==> src/vec_pkg.sv <==
//*********************************************************************
// Shared definitions for the packed-SIMD integer unit: widths, element
// sizes, opcodes, lane vectors, control word layout and register map.
//*********************************************************************

package vec_pkg;

    localparam int BYTE_WIDTH = 8;
    localparam int DATA_WIDTH = 64;
    localparam int NUM_BYTES  = DATA_WIDTH / BYTE_WIDTH;
    localparam int NUM_OSIZES = 4;

    typedef enum logic [1:0] {SEW_8, SEW_16, SEW_32, SEW_64} sew_t;
    typedef enum logic [1:0] {OP_ADD, OP_SUB, OP_NEG, OP_ABS} alu_op_t;

    // One-hot element size, bit n means 8*2^n bit elements
    typedef logic [NUM_OSIZES-1:0] osize_vector_t;

    // Per-byte lane vectors
    typedef logic [NUM_BYTES-1:0] carry_t;
    typedef logic [NUM_BYTES-1:0] merge_t;
    typedef logic [NUM_BYTES-1:0] complement_t;

    typedef logic [NUM_BYTES-1:0][BYTE_WIDTH-1:0] vec_data_t;

    typedef struct packed {
        logic [26:0] reserved;
        sew_t        sew;
        alu_op_t     op;
        logic        go;
    } ctrl_fields_t;

    typedef union packed {
        logic [31:0]  raw;
        ctrl_fields_t fields;
    } ctrl_word_u;

    // Register map, byte offsets decoded in the low address bits
    localparam int REG_ADR_BITS = 5;
    localparam logic [REG_ADR_BITS-1:0] REG_CTRL   = 5'h00;
    localparam logic [REG_ADR_BITS-1:0] REG_STATUS = 5'h04;
    localparam logic [REG_ADR_BITS-1:0] REG_A_LO   = 5'h08;
    localparam logic [REG_ADR_BITS-1:0] REG_A_HI   = 5'h0C;
    localparam logic [REG_ADR_BITS-1:0] REG_B_LO   = 5'h10;
    localparam logic [REG_ADR_BITS-1:0] REG_B_HI   = 5'h14;
    localparam logic [REG_ADR_BITS-1:0] REG_R_LO   = 5'h18;
    localparam logic [REG_ADR_BITS-1:0] REG_R_HI   = 5'h1C;

    // Copies the bit at each element's lowest byte over the whole element
    function automatic complement_t extend_mask(complement_t mask, osize_vector_t osize_vector);
        complement_t ext;
        int          span;
        ext = '0;
        for (int s = 0; s < NUM_OSIZES; s++) begin
            span = 1 << s;
            for (int i = 0; i < NUM_BYTES; i++) begin
                if (osize_vector[s] && mask[i - (i % span)]) begin
                    ext[i] = 1'b1;
                end
            end
        end
        return ext;
    endfunction

endpackage

==> src/vec_op_if.sv <==
//*********************************************************************
// One vector operation travelling from the register block to the ALU,
// and its result coming back two cycles later.
//*********************************************************************
`timescale 1ns/10ps

interface vec_op_if
    import vec_pkg::*;
();

    // Request side
    logic      op_valid;
    vec_data_t a;
    vec_data_t b;
    alu_op_t   op;
    sew_t      sew;

    // Response side
    logic      res_valid;
    vec_data_t result;

    modport csr (
        output op_valid, a, b, op, sew,
        input  res_valid, result
    );

    modport alu (
        input  op_valid, a, b, op, sew,
        output res_valid, result
    );

endinterface

==> src/vec_lane_ctrl.sv <==
//*********************************************************************
// Lane control for the SIMD datapath. Turns SEW and the opcode into the
// size vector, carry merge vector and per-element complement masks.
//*********************************************************************
`timescale 1ns/10ps

module vec_lane_ctrl
    import vec_pkg::*;
(
    input  sew_t          sew,
    input  alu_op_t       op,
    input  vec_data_t     signs,
    output osize_vector_t osize_vector,
    output merge_t        merge,
    output complement_t   sub_mask,
    output complement_t   neg_mask
);

    logic [3:0]  elem_bytes;
    logic [2:0]  offs_mask;
    complement_t elem_low;
    complement_t elem_sign;

    assign osize_vector = osize_vector_t'(1) << sew;
    assign elem_bytes   = 4'd1 << sew;
    assign offs_mask    = 3'(elem_bytes - 4'd1);

    always_comb begin
        for (int i = 0; i < NUM_BYTES; i++) begin
            elem_low[i] = (3'(i) & offs_mask) == 3'd0;
            // Chain breaks where the next byte opens a new element
            merge[i]    = (3'(i + 1) & offs_mask) != 3'd0;
        end
    end

    // Sign of the owning element, pulled down from its top byte
    always_comb begin
        elem_sign[NUM_BYTES-1] = signs[NUM_BYTES-1][BYTE_WIDTH-1];
        for (int i = NUM_BYTES - 2; i >= 0; i--) begin
            elem_sign[i] = merge[i] ? elem_sign[i+1] : signs[i][BYTE_WIDTH-1];
        end
    end

    assign sub_mask = (op == OP_SUB) ? elem_low : '0;

    always_comb begin
        case (op)
            OP_NEG:  neg_mask = elem_low;
            OP_ABS:  neg_mask = elem_low & elem_sign;
            default: neg_mask = '0;
        endcase
    end

endmodule

==> src/vec_simd_adder.sv <==
//*********************************************************************
// Segmented byte-lane adder. Adds or subtracts per element, with the
// carry chain cut wherever the merge vector is clear.
//*********************************************************************
`timescale 1ns/10ps

module vec_simd_adder
    import vec_pkg::*;
(
    input  vec_data_t     a,
    input  vec_data_t     b,
    input  complement_t   sub_mask,
    input  merge_t        merge,
    input  osize_vector_t osize_vector,
    output vec_data_t     sum
);

    complement_t sub_ext;
    vec_data_t   b_sel;
    carry_t      carry_in;
    carry_t      carry_out;

    // Subtraction inverts b over the whole element
    assign sub_ext = extend_mask(sub_mask, osize_vector);

    generate
        for (genvar i = 0; i < NUM_BYTES; i++) begin : gen_byte
            assign b_sel[i] = b[i] ^ {BYTE_WIDTH{sub_ext[i]}};

            if (i == 0) begin : gen_first
                assign carry_in[i] = sub_mask[i];
            end else begin : gen_chain
                // The +1 of a subtract enters at the element's lowest byte
                assign carry_in[i] = sub_mask[i] | (carry_out[i-1] & merge[i-1]);
            end

            assign {carry_out[i], sum[i]} = {1'b0, a[i]} + {1'b0, b_sel[i]}
                                          + {{BYTE_WIDTH{1'b0}}, carry_in[i]};
        end
    endgenerate

endmodule

==> src/vec_twos_comp_sel.sv <==
//*********************************************************************
// Conditional two's-complement negation per element. A set complement
// bit at an element's lowest byte inverts that element and adds one;
// other elements pass through unchanged.
//*********************************************************************
`timescale 1ns/10ps

module vec_twos_comp_sel
    import vec_pkg::*;
(
    input  vec_data_t     data,
    input  complement_t   complement,
    input  osize_vector_t osize_vector,
    input  merge_t        merge,
    output vec_data_t     result
);

    complement_t complement_ext;
    vec_data_t   data_xor;
    carry_t      carry_in;
    carry_t      carry_out;

    assign complement_ext = extend_mask(complement, osize_vector);

    generate
        for (genvar i = 0; i < NUM_BYTES; i++) begin : gen_byte
            // Ones' complement of the selected bytes
            assign data_xor[i] = data[i] ^ {BYTE_WIDTH{complement_ext[i]}};

            if (i == 0) begin : gen_first
                assign carry_in[i] = complement[i];
            end else begin : gen_chain
                // Merge keeps the +1 ripple inside one element
                assign carry_in[i] = complement[i] | (carry_out[i-1] & merge[i-1]);
            end

            assign {carry_out[i], result[i]} = {1'b0, data_xor[i]}
                                             + {{BYTE_WIDTH{1'b0}}, carry_in[i]};
        end
    endgenerate

endmodule

==> src/vec_simd_alu.sv <==
//*********************************************************************
// Two-stage SIMD datapath. Stage 1 adds or subtracts per element,
// stage 2 negates the elements selected by NEG or ABS.
//*********************************************************************
`timescale 1ns/10ps

module vec_simd_alu
    import vec_pkg::*;
(
    input  logic  clk,
    input  logic  arst_n,
    vec_op_if.alu op_if
);

    osize_vector_t s1_osize;
    osize_vector_t s2_osize;
    merge_t        s1_merge;
    merge_t        s2_merge;
    complement_t   sub_mask;
    complement_t   neg_mask;
    vec_data_t     b_sel;
    vec_data_t     sum;
    vec_data_t     neg_result;

    logic          s1_valid;
    vec_data_t     s1_sum;
    alu_op_t       s1_op;
    sew_t          s1_sew;

    // NEG and ABS work on a alone
    assign b_sel = (op_if.op == OP_NEG || op_if.op == OP_ABS) ? '0 : op_if.b;

    vec_lane_ctrl lane_s1_i (
        .sew          (op_if.sew),
        .op           (op_if.op),
        .signs        (op_if.a),
        .osize_vector (s1_osize),
        .merge        (s1_merge),
        .sub_mask     (sub_mask),
        .neg_mask     ()
    );

    vec_simd_adder adder_i (
        .a            (op_if.a),
        .b            (b_sel),
        .sub_mask     (sub_mask),
        .merge        (s1_merge),
        .osize_vector (s1_osize),
        .sum          (sum)
    );

    // Stage 2 takes its signs from the registered sum
    vec_lane_ctrl lane_s2_i (
        .sew          (s1_sew),
        .op           (s1_op),
        .signs        (s1_sum),
        .osize_vector (s2_osize),
        .merge        (s2_merge),
        .sub_mask     (),
        .neg_mask     (neg_mask)
    );

    vec_twos_comp_sel neg_i (
        .data         (s1_sum),
        .complement   (neg_mask),
        .osize_vector (s2_osize),
        .merge        (s2_merge),
        .result       (neg_result)
    );

    always_ff @(posedge clk or negedge arst_n) begin
        if (!arst_n) begin
            s1_valid        <= 1'b0;
            op_if.res_valid <= 1'b0;
        end else begin
            s1_valid        <= op_if.op_valid;
            op_if.res_valid <= s1_valid;
        end
    end

    always_ff @(posedge clk) begin
        if (op_if.op_valid) begin
            s1_sum <= sum;
            s1_op  <= op_if.op;
            s1_sew <= op_if.sew;
        end
        if (s1_valid) begin
            op_if.result <= neg_result;
        end
    end

endmodule

==> src/vec_csr_wb.sv <==
//*********************************************************************
// Wishbone classic register block. Holds operands, control word,
// done flag and result; a CTRL write with go set starts an operation.
//*********************************************************************
`timescale 1ns/10ps

module vec_csr_wb
    import vec_pkg::*;
#(
    parameter int ADR_WIDTH = 5
)
(
    input  logic                 clk,
    input  logic                 arst_n,
    input  logic                 wb_cyc,
    input  logic                 wb_stb,
    input  logic                 wb_we,
    input  logic [ADR_WIDTH-1:0] wb_adr,
    input  logic [31:0]          wb_wdata,
    output logic [31:0]          wb_rdata,
    output logic                 wb_ack,
    vec_op_if.csr                op_if
);

    logic [REG_ADR_BITS-1:0] reg_adr;
    logic                    req;
    logic                    wr_en;
    ctrl_word_u              ctrl;
    ctrl_word_u              wdata_ctrl;
    ctrl_word_u              ctrl_rd;
    logic [31:0]             a_lo;
    logic [31:0]             a_hi;
    logic [31:0]             b_lo;
    logic [31:0]             b_hi;
    logic [31:0]             r_lo;
    logic [31:0]             r_hi;
    logic                    done;
    logic [31:0]             rd_mux;

    assign reg_adr    = wb_adr[REG_ADR_BITS-1:0];
    // New request, ack answers one cycle later without wait states
    assign req        = wb_cyc & wb_stb & ~wb_ack;
    // Writes commit in the ack cycle
    assign wr_en      = wb_ack & wb_cyc & wb_stb & wb_we;
    assign wdata_ctrl.raw = wb_wdata;

    assign op_if.a   = {a_hi, a_lo};
    assign op_if.b   = {b_hi, b_lo};
    assign op_if.op  = ctrl.fields.op;
    assign op_if.sew = ctrl.fields.sew;

    // go is a strobe and always reads back as zero
    always_comb begin
        ctrl_rd.raw        = '0;
        ctrl_rd.fields.op  = ctrl.fields.op;
        ctrl_rd.fields.sew = ctrl.fields.sew;
        case (reg_adr)
            REG_CTRL:   rd_mux = ctrl_rd.raw;
            REG_STATUS: rd_mux = {31'b0, done};
            REG_A_LO:   rd_mux = a_lo;
            REG_A_HI:   rd_mux = a_hi;
            REG_B_LO:   rd_mux = b_lo;
            REG_B_HI:   rd_mux = b_hi;
            REG_R_LO:   rd_mux = r_lo;
            REG_R_HI:   rd_mux = r_hi;
            default:    rd_mux = '0;
        endcase
    end

    always_ff @(posedge clk or negedge arst_n) begin
        if (!arst_n) begin
            wb_ack         <= 1'b0;
            wb_rdata       <= '0;
            op_if.op_valid <= 1'b0;
            ctrl.raw       <= '0;
            a_lo           <= '0;
            a_hi           <= '0;
            b_lo           <= '0;
            b_hi           <= '0;
            r_lo           <= '0;
            r_hi           <= '0;
            done           <= 1'b0;
        end else begin
            wb_ack         <= req;
            op_if.op_valid <= 1'b0;
            if (req) begin
                wb_rdata <= rd_mux;
            end
            if (wr_en) begin
                case (reg_adr)
                    REG_CTRL: begin
                        ctrl.raw       <= wb_wdata;
                        op_if.op_valid <= wdata_ctrl.fields.go;
                    end
                    REG_A_LO: a_lo <= wb_wdata;
                    REG_A_HI: a_hi <= wb_wdata;
                    REG_B_LO: b_lo <= wb_wdata;
                    REG_B_HI: b_hi <= wb_wdata;
                    default:  ;
                endcase
            end
            // A new start wins over a result landing in the same cycle
            if (op_if.op_valid) begin
                done <= 1'b0;
            end else if (op_if.res_valid) begin
                done <= 1'b1;
            end
            if (op_if.res_valid) begin
                r_lo <= op_if.result[NUM_BYTES/2-1:0];
                r_hi <= op_if.result[NUM_BYTES-1:NUM_BYTES/2];
            end
        end
    end

endmodule

==> src/vec_simd_top.sv <==
//*********************************************************************
// Top level of the packed-SIMD unit. Wishbone register block beside
// the two-stage ALU, joined by one operation interface.
//*********************************************************************
`timescale 1ns/10ps

module vec_simd_top #(
    parameter int ADR_WIDTH = 5
)
(
    input  logic                 clk,
    input  logic                 arst_n,
    input  logic                 wb_cyc,
    input  logic                 wb_stb,
    input  logic                 wb_we,
    input  logic [ADR_WIDTH-1:0] wb_adr,
    input  logic [31:0]          wb_wdata,
    output logic [31:0]          wb_rdata,
    output logic                 wb_ack
);

    vec_op_if op_if ();

    vec_csr_wb #(
        .ADR_WIDTH (ADR_WIDTH)
    ) csr_i (
        .clk      (clk),
        .arst_n   (arst_n),
        .wb_cyc   (wb_cyc),
        .wb_stb   (wb_stb),
        .wb_we    (wb_we),
        .wb_adr   (wb_adr),
        .wb_wdata (wb_wdata),
        .wb_rdata (wb_rdata),
        .wb_ack   (wb_ack),
        .op_if    (op_if.csr)
    );

    vec_simd_alu alu_i (
        .clk    (clk),
        .arst_n (arst_n),
        .op_if  (op_if.alu)
    );

endmodule

==> config.mk <==
export PLATFORM = sky130hd
export DESIGN_NAME = vec_simd_top
export DESIGN_NICKNAME = d
export VERILOG_FILES = /design/src/vec_pkg.sv /design/src/vec_op_if.sv /design/src/vec_lane_ctrl.sv /design/src/vec_simd_adder.sv /design/src/vec_twos_comp_sel.sv /design/src/vec_simd_alu.sv /design/src/vec_csr_wb.sv /design/src/vec_simd_top.sv
export SDC_FILE = /design/constraint.sdc
export NUM_CORES = 1
export LEC_CHECK = 0
export BUFFER_PORTS_ARGS = -buffer_cell sky130_fd_sc_hd__clkbuf_2
export CAP_MARGIN = 20
export CORE_ASPECT_RATIO = 0.9
export CORE_MARGIN = 5
export CORE_UTILIZATION = 64
export CTS_CLUSTER_SIZE = 40
export DETAILED_ROUTE_END_ITERATION = 16
export PLACE_DENSITY = 0.82
export SLEW_MARGIN = 20
export SYNTH_ARGS = -nofsm -noshare
export SYNTH_HDL_FRONTEND = slang
export SYNTH_SLANG_ARGS = --single-unit
==> constraint.sdc <==
create_clock -name clk -period 27.3 [get_ports clk]
set_clock_uncertainty 0.05 [all_clocks]
set_input_delay 4.095 -clock clk [delete_from_list [all_inputs] [get_ports clk]]
set_output_delay 4.095 -clock clk [all_outputs]
set_load 0.02 [all_outputs]
* Yosys cells after proc, flatten, opt, wreduce, memory -nomap -nowiden
Index checks and enable logic that the tools add are counted.
** Word-level totals
- Flip-flop bits (word level) :: 366
- Bits in latches :: 0
- RAM bits :: 0
- Bits in read-only memories :: 0
- Input port bits :: 42
- Output and inout bits :: 33
- Word-level logic and storage cells :: 261
- Memories :: 0
** Cells by class
- $add $sub $neg :: 26
- Multipliers :: 0
- Divide/modulo/power cells :: 0
- Magnitude comparators :: 0
- Equal/unequal tests :: 12
- Shift-type cells :: 2
- Muxes and demuxes :: 79
- Bitwise logic cells :: 51
- Reductions and logical operators :: 60
** Operator list (count)
- 32-bit one-hot mux with 8 select lines :: 1
- 8-bit XOR :: 16
- 1-bit two-way mux :: 75
- 64-bit two-way mux :: 1
- 8-bit by 1-bit adder with 9-bit output :: 7
- 8-bit by 8-bit adder with 9-bit output :: 7
- 9-bit by 1-bit adder with 9-bit output :: 7
- 3-bit logical NOT :: 14
- 1-bit logical AND :: 30
- 3-bit nonzero test :: 8
- 5-bit equality test (second input constant) :: 4
- 1-bit bitwise AND :: 19
- 8-bit by 1-bit adder with 8-bit output :: 2
- 8-bit one-hot mux with 2 select lines :: 1
- 1-bit OR :: 14
- 5-bit by 4-bit equality test with 1-bit output (second input constant) :: 2
- 2-bit AND reduction :: 5
- 8-bit adder :: 1
- 8-bit bitwise AND :: 1
- 2-bit equality test (second input constant) :: 4
- 8-bit two-way mux :: 1
- 1-bit by 2-bit left shift with 4-bit output (first input constant) :: 2
- 3-bit by 1-bit subtractor with 3-bit output (second input constant) :: 2
- 5-bit by 3-bit equality test with 1-bit output (second input constant) :: 1
- other kinds (5) :: 5

* Logic depth before layout (Yosys ltp)
- Depth in word-level cells :: 40
- Depth in mapped cells :: 60
- Mapped depth without buffers :: 58

* Hierarchy
From an unflattened synthesis, not the netlist that was laid out.
** Second synthesis, totals
- Cell total of the unflattened synthesis :: 1828
- Area total of the unflattened synthesis :: 21066.5 sq um
** Modules (own cells, without submodules)
- vec_csr_wb :: instances 1, cells an instance 743, area each 10226.1 sq um, seq. area each 5780.5 sq um
- vec_simd_alu :: instances 1, cells an instance 205, area each 4650.7 sq um, seq. area each 4013.8 sq um
- vec_simd_adder :: instances 1, cells an instance 420, area each 3266.9 sq um, seq. area each 0.0 sq um
- vec_twos_comp_sel :: instances 1, cells an instance 364, area each 2287.2 sq um, seq. area each 0.0 sq um
- vec_lane_ctrl at alu_i.lane_s1_i :: instances 1, cells an instance 48, area each 322.8 sq um, seq. area each 0.0 sq um
- vec_lane_ctrl at alu_i.lane_s2_i :: instances 1, cells an instance 48, area each 312.8 sq um, seq. area each 0.0 sq um

* Worst setup path before layout
Ideal clock, no wire load.
- Kind :: register to register
- From :: register csr_i.ctrl[1] in the netlist's numbering
- To :: register alu_i.s1_sum[62] in the netlist's numbering (data pin)
- Setup time :: 0.265 ns
- Arrival :: 12.251 ns
- Data required time :: 26.985 ns
- Setup slack :: 14.735 ns
- Stages on the path, launching flop included :: 61
- Path buffers :: 2
- Period minus slack after synthesis :: 12.565 ns
- Cells stage by stage :: dfrtp_1 > clkbuf_1 > clkbuf_1 > xor2_1 > nand2b_1 > fa_1 > fa_1 > nor2b_1 > o21a_1 > o21ai_0 > a21oi_1 > o21ai_0 > fa_1 > fa_1 > nor2b_1 > o21a_1 > o21ai_0 > a21oi_1 > [... 25 more ...] > o21a_1 > o21a_1 > o31a_1 > o41ai_1 > fa_1 > fa_1 > nor2b_1 > o21a_1 > o21a_1 > o31a_1 > o21ai_0 > fa_1 > fa_1 > nor2b_1 > o21ai_0 > a21boi_0 > or4_1 > nand3_1
** RTL lines
- start, declared :: RTL line vec_csr_wb.sv:28 : ctrl_word_u ctrl;
- end signal, assigned :: RTL line vec_simd_alu.sv:83 : s1_sum <= sum;
- end, declared :: RTL line vec_simd_alu.sv:26 : vec_data_t s1_sum;

==> results.md <==
* # IOs at 75
* Max Clk Rate at about 67 MHz
* Minimum clock period at 14.90 ns
* Initial antenna violation count at 0
* Worst path slowest cell: buf_4
* Non-Filler Instances at about 2100
* Final hold viol count at 0
* Largest net degree at the start of global routing at 86
* Syn Area/Cell at roughly 12 um2
* Biggest area consumer among synthesized cells: dfrtp_1
* Post-route DRC at 0
* Main synth FF type: dfrtp_1
* Gpl congestion at ~0.9
* Peak fanout along the critical path at 49
* CP most frequent cell: fa_1
* Total GRT Usage at between 20 and 30%
* Synth top area share at between 20% and 30%
* Fill count at 2125
* Worst EP required at roughly 28 ns
* Initial cell density of the core at between 60% and 70%
* Max Slew Vio Count at 0
* TritonCTS Buffers at 38
* Mapped cell area at about 20000 um2
* Syn. warnings at 0
* # diodes at 0
* CP Capture Type: flop
* # port buffers at between 70 and 80
* Critical Path Max Stage Delay at around 0.73 ns
* Pwr Density at 54.73 nW/um2
* Die X-Extent at 193.7 um
* Cells after Synth at around 1700
* CTS clk-pin slew, worst paths at 0.06 ns
* Drt total wl at approximately 50 mm
* Reg2reg path depth at 59
* CTS Buffer Depth at 3
* EDFF count, synth at about 130
* Final net count at 1846
* CTS H-tree lvls at 2
* CP arrival at around 15 ns
* Via Count at 14000
* Worst Tran Pin Value at between 1 and 1.5 ns
* Run status: completed
* Routed Antenna Nets at 0
* Syn nets at between 1500 and 2000
* Share of layout cells above drive strength 1 at 20.33%
* Leading post-synthesis cells by cell area: dfrtp_1 (30%), edfxtp_1 (20%), mux2_2 (8.7%)
* Detailed Routing Iterations Pass 1 at 6
* Setup Buffers After CTS at 0
* Seq/Total Area, Yosys at between 50% and 60%
* DR iter-0 viols at roughly 1400
* Max Cap Viol at 0
* Crit path kind: reg -> reg
* Area Overhead vs Synth at 10.23%
* Sink Count at about 370
* Clock Latency Late Sink at between 0.5 and 0.6 ns
* Via density per instance at roughly 6.5
* Core area at 29950 um2
* Post_cts resized at 0
* Max VDD drop at 0.00004851 V
* CTS tree: yes
* Max_slew headroom at a little over a quarter
* Height of the die at 175.3 um
* Worst hold path type: reg -> reg
* Die footprint at 33960 um2
* Register bit total from synthesis at ~370
* Post-synthesis async set-or-reset flop share at 63.84%
* First-pass GRT wire length at 78.44 mm
* Hold_buf cts at 0
* Root Buffer: clkbuf_16
* Most common cell after layout, fill and taps aside: dfrtp_1
* Vias in the first global route at ~14000
* Multi-input logic area at a little over 9000 um2
* Hold depth at 1
* Crit start category: flop
* HPWL after DPL at between 30 and 40 mm
* Final core utilization at about 70%
* Most frequent cells in the layout: dfrtp_1 (228), mux2_2 (151), edfxtp_1 (132), nor2_1 (130), xnor2_1 (123)
* Placed insts at 2079
* Leak pwr at between 0.009 and 0.01 uW
* Setup TNS at 0 ns
* Setup violators final at 0
* Total global routing overflow at 0
* Period Utilization, post-route at roughly 55%
* Drt wl/cell at roughly 23 um
* FF+latch area at just under 10000 um2
* Row Count at 60
* Synth unique cells at a little over 70
* RSZ-0062 raised after global routing: false
[worst max-delay path, delay by kind of cell, from the launching register on]
family	cells	cell delay (ns)
fa+ha+maj	15	6.52
compound gates	30	4.82
simple gates	11	1.51
buf+inv	2	0.82
flops	1	0.65
xor+xnor	1	0.18
[sequential cells by signal (all words and copies together), names as in the netlist, 4 cells and up]
signal              cells
alu_i.op_if.result     64
alu_i.s1_sum           64
csr_i.a_hi             32
csr_i.a_lo             32
csr_i.b_hi             32
csr_i.b_lo             32
csr_i.ctrl              4
csr_i.r_hi             32
csr_i.r_lo             32
csr_i.wb_rdata         32
[stage by stage]
stage	area, um2	power [uW]	hold WS, ns	setup WS (ns)
after floorplan	19440	640.2	0.3731	14.73
after global placement	20180	669.6	0.4074	13.10
after detailed placement	20180	672.3	0.4142	12.70
after CTS	21400	1177	0.4269	12.54
after global routing	21430	1209	0.4328	11.48
final	21430	1173	0.4199	12.40
[synth_stat cells, drive strengths merged (6+ instances only)]
master	instances
a21o	15
a21oi	66
a222oi	20
a22oi	61
a31oi	39
a41oi	12
and3	6
buf	35
clkbuf	48
dfrtp	233
edfxtp	132
fa	16
ha	71
inv	58
mux2	182
mux2i	6
nand2	65
nand2b	27
nand4	10
nor2	132
nor2b	38
nor3	24
nor4	7
o21a	19
o21ai	80
o31a	9
o41ai	7
or3	12
xnor2	123
xor2	48
[path summary, 6_finish.rpt]
| path | slack [ns] | startpoint | endpoint |
|---|---|---|---|
| max reg2reg | 12.40 | csr_i.ctrl[1]$_DFFE_PN0P_ | alu_i.s1_sum[62]$_DFFE_PP_ |
| min | 0.42 | alu_i.op_if.result[55]$_DFFE_PP_ | csr_i.r_hi[23]$_DFFE_PN0P_ |
| max in group asynchronous | 22.14 | arst_n | alu_i.s1_valid$_DFF_PN0_ |
| max | 12.40 | csr_i.ctrl[1]$_DFFE_PN0P_ | alu_i.s1_sum[62]$_DFFE_PP_ |
| min reg2reg | 0.42 | alu_i.op_if.result[55]$_DFFE_PP_ | csr_i.r_hi[23]$_DFFE_PN0P_ |
| min in group asynchronous | 3.51 | arst_n | csr_i.r_hi[10]$_DFFE_PN0P_ |
[kinds of logic after synthesis]
family | share of synthesized area [%]
compound gates | 12.24
xor+xnor | 7.705
fa+ha+maj | 6.218
buf+inv | 3.109
flops | 50.39
mux | 11.43
simple gates | 8.903
[per-layer routing]
metal  routed length (um)  vias up  global-route usage (%)
met5                    0        -                       0
met4                 1414        0                   8.230
met3                 4705      124                   4.871
met2                23220      718                   46.55
met1                20720     7012                   41.51
li1                     -     6148                       -
[cell type report]
| class | count | area share, % |
|---|---|---|
| sequential | 365 | 45.75 |
| multi-input combinational | 1154 | 42.44 |
| clock buffer | 59 | 5.343 |
| timing repair buffer | 99 | 2.745 |
| tap | 403 | 2.353 |
| inverter | 59 | 1.034 |
| clock inverter | 10 | 0.3270 |
[where the power goes]
group | switching (uW) | total [uW] | internal, uW
registers | 9.53 | 588 | 578
logic | 46.1 | 75.5 | 29.4
clock network | 211 | 509 | 298
total | 267 | 1170 | 906
(Power assumes the default switching activity.)
